**src/hw/cache_defines.svh**
```systemverilog
`ifndef CACHE_DEFINES_SVH
`define CACHE_DEFINES_SVH

// ==========================================================================
// Instruction cache geometry
// ==========================================================================

// Number of sets held in each way
`define CACHE_LINES 64

// Associativity of the cache
`define CACHE_WAYS 4

// Address bit positions for 16-byte lines
`define CACHE_LOBIT 4
`define CACHE_HIBIT 9
`define CACHE_TAGBIT 10

// Tag value that marks an empty way, so addresses with this tag never hit
`define CACHE_INVALID_TAG 1

`endif

```
**src/hw/cache_pkg.sv**
```systemverilog
package cache_pkg;

	// ======================================================================
	// Basic address and storage types
	// ======================================================================

	typedef logic [31:0] address_t;

	// Tag field covers address bits 31 down to 10
	typedef logic [31:10] cache_tag_t;

	typedef logic [5:0] index_t;
	typedef logic [1:0] way_t;

	// Four 32-bit words, word 0 sits in the low bits
	typedef logic [127:0] line_t;

	// Fetch request carries both translations of the same address
	typedef struct packed {
		address_t vadr;
		address_t padr;
	} fetch_req_t;

	// A fill writes real tags, an invalidate writes the empty marker
	typedef enum logic {
		TAG_FILL = 1'b0,
		TAG_INVALIDATE = 1'b1
	} tag_kind_e;

	// One request on the shared tag write port
	typedef struct packed {
		logic en;
		tag_kind_e kind;
		way_t way;
		index_t index;
		cache_tag_t vtag;
		cache_tag_t ptag;
	} tag_wr_t;

	// Set index of a byte address, bits 9 down to 4
	function automatic index_t adr_index(address_t adr);
		return adr[9:4];
	endfunction

endpackage

```
**src/hw/cache_lookup.sv**
```systemverilog
`timescale 1ns/10ps
`include "cache_defines.svh"

module cache_lookup import cache_pkg::*; (
	input logic clk,
	input logic rst,
	input logic fetch_i,
	input fetch_req_t fetch_req_i,
	input logic busy_i,
	input cache_tag_t [`CACHE_WAYS-1:0] vtags_i,
	input line_t [`CACHE_WAYS-1:0] line_i,
	output logic valid_o,
	output logic hit_o,
	output logic [31:0] data_o,
	output logic miss_o,
	output fetch_req_t miss_req_o,
	output logic touch_o,
	output way_t touch_way_o
);

	logic accept;
	logic hit_any;
	way_t hit_way;
	cache_tag_t fetch_tag;
	logic [1:0] word_sel;
	logic [31:0] hit_word;

	// Fetches that arrive while the fill engine is busy are dropped
	assign accept = fetch_i & ~busy_i;
	assign fetch_tag = fetch_req_i.vadr[31:`CACHE_TAGBIT];
	assign word_sel = fetch_req_i.vadr[`CACHE_LOBIT-1:2];

	// Empty ways hold the marker, which no cacheable address can match
	always_comb begin
		hit_any = 1'b0;
		hit_way = '0;
		for (int w = 0; w < `CACHE_WAYS; w++) begin
			if (vtags_i[w] == fetch_tag) begin
				hit_any = 1'b1;
				hit_way = way_t'(w);
			end
		end
	end

	assign hit_word = line_i[hit_way][word_sel*32 +: 32];

	// Control outputs, hits answer here while misses go to the fill engine
	always_ff @(posedge clk) begin
		if (rst) begin
			valid_o <= 1'b0;
			hit_o <= 1'b0;
			miss_o <= 1'b0;
			touch_o <= 1'b0;
		end else begin
			valid_o <= accept & hit_any;
			hit_o <= accept & hit_any;
			miss_o <= accept & ~hit_any;
			touch_o <= accept & hit_any;
		end
	end

	always_ff @(posedge clk) begin
		data_o <= hit_word;
		miss_req_o <= fetch_req_i;
		touch_way_o <= hit_way;
	end

endmodule

```
**config.mk**
```make
export PLATFORM = sky130hd
export DESIGN_NAME = cache_lookup
export DESIGN_NICKNAME = d
export VERILOG_FILES = /design/src/hw/cache_pkg.sv /design/src/hw/cache_lookup.sv
export VERILOG_INCLUDE_DIRS = /design/src /design/src/hw
export SDC_FILE = /design/constraint.sdc
export NUM_CORES = 1
export LEC_CHECK = 0
export BUFFER_PORTS_ARGS = -buffer_cell sky130_fd_sc_hd__buf_4
export CAP_MARGIN = 40
export CORE_AREA = 2 2 296 298
export CTS_CLUSTER_DIAMETER = 40
export DETAILED_ROUTE_END_ITERATION = 10
export DIE_AREA = 0 0 298 300
export PLACE_DENSITY = 0.3
export SLEW_MARGIN = 15
export SYNTH_ARGS = -nofsm -noshare
export SYNTH_HDL_FRONTEND = slang
export SYNTH_SLANG_ARGS = --single-unit
```
**constraint.sdc**
```tcl
create_clock -name clk -period 2.35 [get_ports clk]
set_clock_uncertainty 0.15 [all_clocks]
set_input_delay 0.47 -clock clk [delete_from_list [all_inputs] [get_ports clk]]
set_output_delay 0.47 -clock clk [all_outputs]
set_load 0.005 [all_outputs]
```
# Word-level counts from Yosys, hierarchy flattened
# Cells that the tools add are included.
[op_classes]
shifts = 1
mux = 9
bitwise = 5
eq_ne = 4
n_lt_le_gt_ge = 1
[ops]
columns = ["operator", "count"]
rows = [
  ["128-bit binary-select mux with 2-bit select", 1],
  ["128-bit two-way mux", 1],
  ["128-bit by 8-bit variable part select with 32-bit output", 1],
  ["22-bit equality test", 4],
  ["1-bit two-way mux", 5],
  ["2-bit two-way mux", 2],
  ["1-bit AND", 3],
  ["2-bit by 3-bit < comparator with 1-bit output, second input constant", 1],
  ["1-bit inverter", 2],
]
[word_totals]
inputBits = 668
wordCells = 26
reg_bits = 100
output_inout_bits = 102

# Longest topological paths before layout
# Gate-level depths: netlist (run 1).
[depth]
word_depth = 7
mapped_depth = 10

# Worst setup path after synthesis (run 1)
# No wires, ideal clock.
[synth_timing]
path_type = "input-to-reg"
from = "in fetch_req_i[44] in the netlist's numbering"
to = "reg data_o[20]"
required_ns = 2.062
setup_time_ns = 0.138
path_buffers = 2
path_slack_ns = -0.189
arrival_ns = 2.252
stages = 9
path_cell_list = "xor2_1 > nor4_2 > and4_1 > nand3_1 > buf_2 > buf_1 > o221a_2 > a22oi_1 > o221ai_1"
[synth_via]
elab_chain_len = 7
elab_cells_between_ends = 9
[synth_lines]
columns = ["item", "line_no", "text"]
rows = [
  ["from (decl)", "cache_lookup.sv:8", "input fetch_req_t fetch_req_i,"],
  ["22-bit equality test", "cache_lookup.sv:38", "if (vtags_i[w] == fetch_tag) begin"],
  ["1-bit two-way mux", "cache_lookup.sv:38", ""],
  ["2-bit two-way mux", "cache_lookup.sv:38", ""],
  ["2-bit two-way mux (*)", "cache_lookup.sv:38", ""],
  ["128-bit binary-select mux with 2-bit select (*)", "cache_lookup.sv:45", "assign hit_word = line_i[hit_way][word_sel*32 +: 32];"],
  ["128-bit two-way mux (implied by the code) (*)", "cache_lookup.sv:45", ""],
  ["128-bit by 8-bit variable part select with 32-bit output (*)", "cache_lookup.sv:45", ""],
  ["via hit_word[20]", "cache_lookup.sv:26", "logic [31:0] hit_word;"],
  ["to (signal assigned)", "cache_lookup.sv:63", "data_o <= hit_word;"],
  ["to (decl)", "cache_lookup.sv:14", "output logic [31:0] data_o,"],
]
# The timed path passes the listed nets; every way through them passes the cells marked *. The select of a mux whose other input is x is not followed.
# A chain may end at the register's enable or synchronous reset.

# Worst setup path in the final report (run 1)
[layout_timing]
from = "in fetch_req_i[58] in the netlist's numbering"
to = "reg data_o[3]"
# The elaborated chain is that of the path after synthesis.

==> results_dict.tcl, run 1 <==
set metrics [dict create \
    cts_tree "done" \
    final_cell_area_um2 21240 \
    fin_nets 2703 \
    rsz0062_at_grt "true" \
    gp_congestion 0.9020 \
    worst_slack_ns -0.3289 \
    drtAntennaViolNets 0 \
    max_clock_freq_mhz 373.3 \
    area_growth_pct 168.9 \
    grt.overflow.total 0 \
    crit_fanout 5 \
    drive_above_1_share_pct 68.33 \
    synth_nets 1696 \
    async_reset_ff_share_pct 0 \
    yosysWarnings 0 \
    final_cells 3199 \
    post-place-ws_ns -1.737 \
    hold_end "miss_req_o[18]" \
    p_leak_nw 9.178 \
    drtIter0Drc 554 \
    ios 770 \
    crit_required_ns 2.47 \
    critPathKind "in2reg" \
    max-cap-violations 0 \
    wirelength_um 87560 \
    report.final.slew_viol_count 0 \
    cp.arrival_ns 2.80 \
    wire_per_inst_um 27.37 \
    slew_headroom_pct 62.69 \
    whs_ns 0.04591 \
    period_minus_slack_ns 2.679 \
    synth_ff_type "dfxtp_1" \
    fp.dieH_um 300 \
    dpl-instance-area_um2 16700 \
    port_buffers 769 \
    startpoint_type "input port" \
    antenna_found_initial 4 \
    setup_viol 32 \
    fp.dieW_um 298 \
    hold_path_class "in2reg" \
    hold_violations 0 \
    end_kind "flip-flop" \
    rows 108 \
    via_per_inst 4.125 \
    worst_hold_startpoint "fetch_req_i[18]" \
    syn_inst 1028 \
    ys_types 42 \
    power_density_nw_per_um2 289.7 \
    root_buffer "clkbuf_16" \
    cts.clk_slew.worst_paths_ns 0.11 \
    ys_seq_area_share_pct 25.35 \
    coreArea_um2 86210 \
    clockBufferDepth 2 \
    grt_max_degree 48 \
    nFillCells 9560 \
    dp.final_hpwl_um 69070 \
    synth_area_um2 7898 \
    floorplan.die_area_um2 89400 \
    peakVddDrop_v 0.0003354 \
    outcome "finished with violations" \
    synth-seq-cells 100 \
    drc_errors 0 \
    holdPathStages 1 \
    grt_pass1_wl_um 116100 \
    num_vias 13200 \
    max_slew.worst_pin.slew_ns 0.5573 \
    synth_edf_count 0 \
    h-tree-depth 3 \
    syn_area_per_cell_um2 7.682 \
    min_period_over_period_pct 114.0 \
    violations "negative setup slack" \
    grt_pass1_vias 14140 \
    numClockSinks 100 \
    drtPass1Iterations 5 \
    numCtsBuffers 9 \
    start_util_pct 9.161 \
    place_inst 3035 \
    grt_use_total_pct 18.59 \
]
==> cells in the mapped netlist (27+ instances only) <==
cell	instances	share of area, %
xor2_1	42	4.7
dfxtp_1	100	25
nand2_1	36	1.7
o211ai_1	32	3.0
o221a_2	37	5.3
clkbuf_1	84	4.0
nor3_1	39	2.5
o21ai_0	117	7.4
a211oi_1	43	4.1
and3_1	70	5.5
a21oi_1	29	1.8
o221ai_1	27	3.0
xnor2_1	46	5.1
nand3_1	118	7.5
==> flip-flops by register name, summed over array words and instances (netlist names) <==
name,count
data_o,32
miss_o,1
miss_req_o,64
touch_o,1
touch_way_o,2
==> kinds of logic after synthesis <==
kind of cell,synth area share [%]
AOI/OAI and AO/OA,36.20
and+or+nand+nor,21.37
buffers and inverters,5.925
DFF,25.35
xor gates and xnor gates,9.759
muxes,1.394
==> stage by stage <==
stage	power (mW)	setup TNS (ns)	utilization, %
after floorplan	2.393	-1.588	-
after global placement	4.058	-45.22	19.37
after detailed placement	4.043	-44.31	19.37
after CTS	6.217	-7.092	23.78
after global routing	6.449	-9.525	24.63
final	6.152	-7.524	24.63
==> area by class of cell <==
| type | instances | area (um^2) | area share, % |
|---|---|---|---|
| inverter | 2 | 7.507 | 0.03535 |
| tap | 1155 | 1445 | 6.805 |
| antenna | 4 | 10.01 | 0.04714 |
| sequential | 100 | 2002 | 9.427 |
| timing repair buffer | 1107 | 9858 | 46.42 |
| clock inverter | 7 | 86.33 | 0.4066 |
| clock buffer | 9 | 225.2 | 1.061 |
| multi-input combinational | 815 | 7601 | 35.79 |
==> metal layers <==
metal  global-route usage, %  part of all wire, %  vias up
met3                   3.302                  4.8       68
met4                   4.666                  2.3        2
met2                   34.90                   53      538
li1                        -                    -     6053
met1                   21.60                   40     6536
met5                       0                0.013        -
==> power by group <==
part / leakage (nW) / internal, mW / total (mW) / switching, mW
Clock: 0.151 / 0.776 / 1.78 / 1.00
Sequential: 0.842 / 1.81 / 1.86 / 0.0516
Combinational: 8.18 / 1.49 / 2.51 / 1.02
==> critical path: stages <==
cell and delay, ns:
buf_4 0.15, xnor2_1 0.25, nand4_1 0.21, or4_4 0.56, buf_12 0.19, buf_6 0.12
o21ai_2 0.14, a311oi_2 0.15, o211ai_1 0.37, o221ai_1 0.18
==> cell usage in the layout, fill, tap and decap left out, drive strengths merged, types with 32 or more instances in the layout <==
| master | instances |
|---|---|
| o21ai | 134 |
| a211oi | 43 |
| o221a | 37 |
| o211ai | 32 |
| and3 | 70 |
| nor3 | 39 |
| xnor2 | 46 |
| dfxtp | 100 |
| nand2 | 38 |
| dlygate4sd3 | 39 |
| xor2 | 42 |
| buf | 1063 |
| nand3 | 118 |
==> worst max path at each step <==
stage | depth (start not counted) | endpoint | startpoint
detailed placement | 10 | data_o[2] | fetch_req_i[46]
CTS | 13 | data_o[11] | fetch_req_i[59]
global placement | 10 | data_o[2] | fetch_req_i[46]
finish | 10 | data_o[3] | fetch_req_i[58]
floorplan | 9 | data_o[2] | fetch_req_i[47]
global route | 13 | data_o[11] | fetch_req_i[49]
==> repair_timing <==
| item | 4_1_cts | 5_1_grt |
|---|---|---|
| pin swaps | 129 | 95 |
| buffers inserted | 87 | 25 |
| hold buffers | 39 | 0 |
| endpoints found under the setup margin | 35 | 32 |
| resized for setup | 410 | 105 |
| cloned | 15 | 3 |
| hold endpoints to repair | 39 | 0 |
Power figures use the tool's default switching activity.
==> run 2, diff against run 1 <==
- ABC_AREA: not set -> 1
- CORE_AREA: 2 2 296 298 -> 2 2 298 300
- DIE_AREA: 0 0 298 300 -> 0 0 300 302
==> results_dict.tcl, run 2 <==
set metrics [dict create \
    floorplan.die_area_um2 90600 \
    synth_edf_count 0 \
    gp_congestion 0.9537 \
    fp.dieW_um 300 \
    outcome "finished with violations" \
    synth_nets 2781 \
    drive_above_1_share_pct 41.42 \
    drtAntennaViolNets 0 \
    max_slew.worst_pin.slew_ns 0.5036 \
    synth-seq-cells 100 \
    coreArea_um2 87560 \
    fp.dieH_um 302 \
    drtPass1Iterations 5 \
    port_buffers 769 \
    switching_share_pct 35.46 \
    dpl-instance-area_um2 19110 \
    grt.overflow.total 0 \
    hold_violations 0 \
    intPower_mw 3.910 \
    yosys.cell_count.top_type "nand2_1" \
    power_density_nw_per_um2 275.7 \
    area_growth_pct 100.4 \
    synth_commonest_cells "nand2_1 (586), inv_1 (539), nand3_1 (358), dfxtp_1 (100), nand4_1 (67)" \
    start_util_pct 12.52 \
    async_reset_ff_share_pct 0 \
    report.final.slew_viol_count 0 \
    h-tree-depth 3 \
    seqPwrFrac_pct 30.7 \
    peakVddDrop_v 0.0003112 \
    root_buffer "clkbuf_16" \
    max-cap-violations 0 \
    grt_use_total_pct 19.71 \
    violations "negative setup slack" \
    antenna_found_initial 11 \
    fin_nets 3623 \
    via_per_inst 3.944 \
    startpoint_type "input port" \
    cts_tree "done" \
    grt_pass1_wl_um 126100 \
    slew_headroom_pct 66.17 \
    p_leak_nw 12.09 \
    dp.final_hpwl_um 77690 \
    min_period_over_period_pct 103.8 \
    synth_area_um2 10960 \
    ys_types 29 \
    regMostFlops "miss_req_o" \
    reg_top3 "miss_req_o (64), data_o (32), touch_way_o (2)" \
    worst_slack_ns -0.08855 \
    final_common_cell "buf_4" \
    p_total_mw 6.058 \
    largest_reg_flops 64 \
    syn_inst 2113 \
    period_minus_slack_ns 2.439 \
    ys_seq_area_share_pct 18.26 \
    numCtsBuffers 9 \
    critPathKind "in2reg" \
    ios 770 \
    final_cell_area_um2 21970 \
    grt_max_degree 65 \
    yosysWarnings 0 \
    max_clock_freq_mhz 410.1 \
    cp.arrival_ns 2.57 \
    crit_fanout 7 \
    mostFrequentLayoutCells "buf_4 (839), inv_1 (533), nand2_1 (530)" \
    clockBufferDepth 2 \
    synth_top_cell_by_area "nand2_1" \
    pwr-share-comb_pct 40.7 \
    crit_required_ns 2.49 \
    synth_ff_type "dfxtp_1" \
    numClockSinks 100 \
    drc_errors 0 \
    grt_pass1_vias 16830 \
    cts.clk_slew.worst_paths_ns 0.09 \
    switchingPower_mw 2.148 \
    rsz0062_at_grt "true" \
    hold_path_class "in2reg" \
    syn_area_per_cell_um2 5.189 \
    setup_viol 28 \
    synthTopCellsByArea "nand2_1 (20%), inv_1 (18%), dfxtp_1 (18%), nand3_1 (16%), nand4_1 (3.8%)" \
    pwr-share-clk_pct 28.6 \
    synth_top_cell_area_share_pct 20.06 \
    num_vias 16310 \
    rows 109 \
    end_kind "flip-flop" \
    wirelength_um 93390 \
    drtIter0Drc 811 \
    wire_per_inst_um 22.59 \
]
run 2: cells by family (layout without fill, tap and decap cells):
| group | count (synthesis) | count (layout) | share of synthesized area (%) |
|---|---|---|---|
| xor+xnor | 53 | 53 | 4.234 |
| buf+inv | 729 | 1576 | 26.73 |
| simple gates | 1100 | 1100 | 44.76 |
| flops | 100 | 100 | 18.26 |
| compound gates | 131 | 131 | 6.025 |
| other cells | 0 | 9 | 0 |
run 2: worst max-delay path, stage by stage:
cell and delay [ns]:
buf_8 0.10, or2_1 0.23, a21oi_2 0.22, nand2_2 0.09, nor2_4 0.14, nand3_4 0.19
nand2_8 0.17, buf_12 0.15, buf_8 0.12, buf_12 0.11, a21oi_1 0.04, nand2_1 0.11
nand3_4 0.12, nand3_2 0.09, buf_6 0.13, nand2_1 0.05
run 2: final timing paths:
| kind | from | cells after the start | end |
|---|---|---|---|
| min | fetch_req_i[7] | 1 | miss_req_o[7] |
| max | vtags_i[73] | 16 | data_o[15] |
run 2: stage by stage:
step	setup WS, ns	TNS, ns	std cells	hold slack [ns]	util, %
after floorplan	0.2186	0	2113	0.3477	-
after global placement	-1.018	-28.49	4048	0.4253	21.83
after detailed placement	-0.9634	-26.02	4048	0.4255	21.83
after CTS	-0.1371	-2.620	4113	0.00001721	24.13
after global routing	-0.1559	-3.725	4129	0.002922	25.08
final	-0.08855	-1.180	4134	0.03073	25.10
run 2: area by class of cell:
| type | count | area (um^2) |
|---|---|---|
| Sequential cell | 100 | 2002 |
| Clock inverter | 7 | 91.34 |
| Inverter | 592 | 2242 |
| Fill cell | 10100 | 65580 |
| Timing Repair Buffer | 968 | 8512 |
| Tap cell | 1165 | 1458 |
| Clock buffer | 9 | 225.2 |
| Antenna cell | 9 | 22.52 |
| Multi-Input combinational cell | 1284 | 7421 |
run 2: power by group through the flow:
stage	clock, mW	sequential [mW]	combinational [mW]
after floorplan	0	1.89	0.608
after global placement	0	1.91	2.31
after detailed placement	0	1.90	2.30
after CTS	1.85	1.86	2.44
after global routing	1.89	1.87	2.68
final	1.73	1.86	2.47
run 2: metal layers:
| layer | up-vias | track usage, % | share of wire (%) |
|---|---|---|---|
| li1 | 8007 | - | - |
| met4 | 6 | 4.345 | 2.1 |
| met3 | 70 | 3.175 | 4.8 |
| met2 | 523 | 35.17 | 50 |
| met1 | 7700 | 24.78 | 43 |
| met5 | - | 0 | 0.041 |
run 2: what timing repair did:
action                     4_1_cts  5_1_grt
pin swaps                       34       76
hold endpoints to repair        23        1
hold buffers                    23        1
cloned                          11        5
resized for setup              211      165
setup endpoints to repair       32       32
buffers inserted                16       13
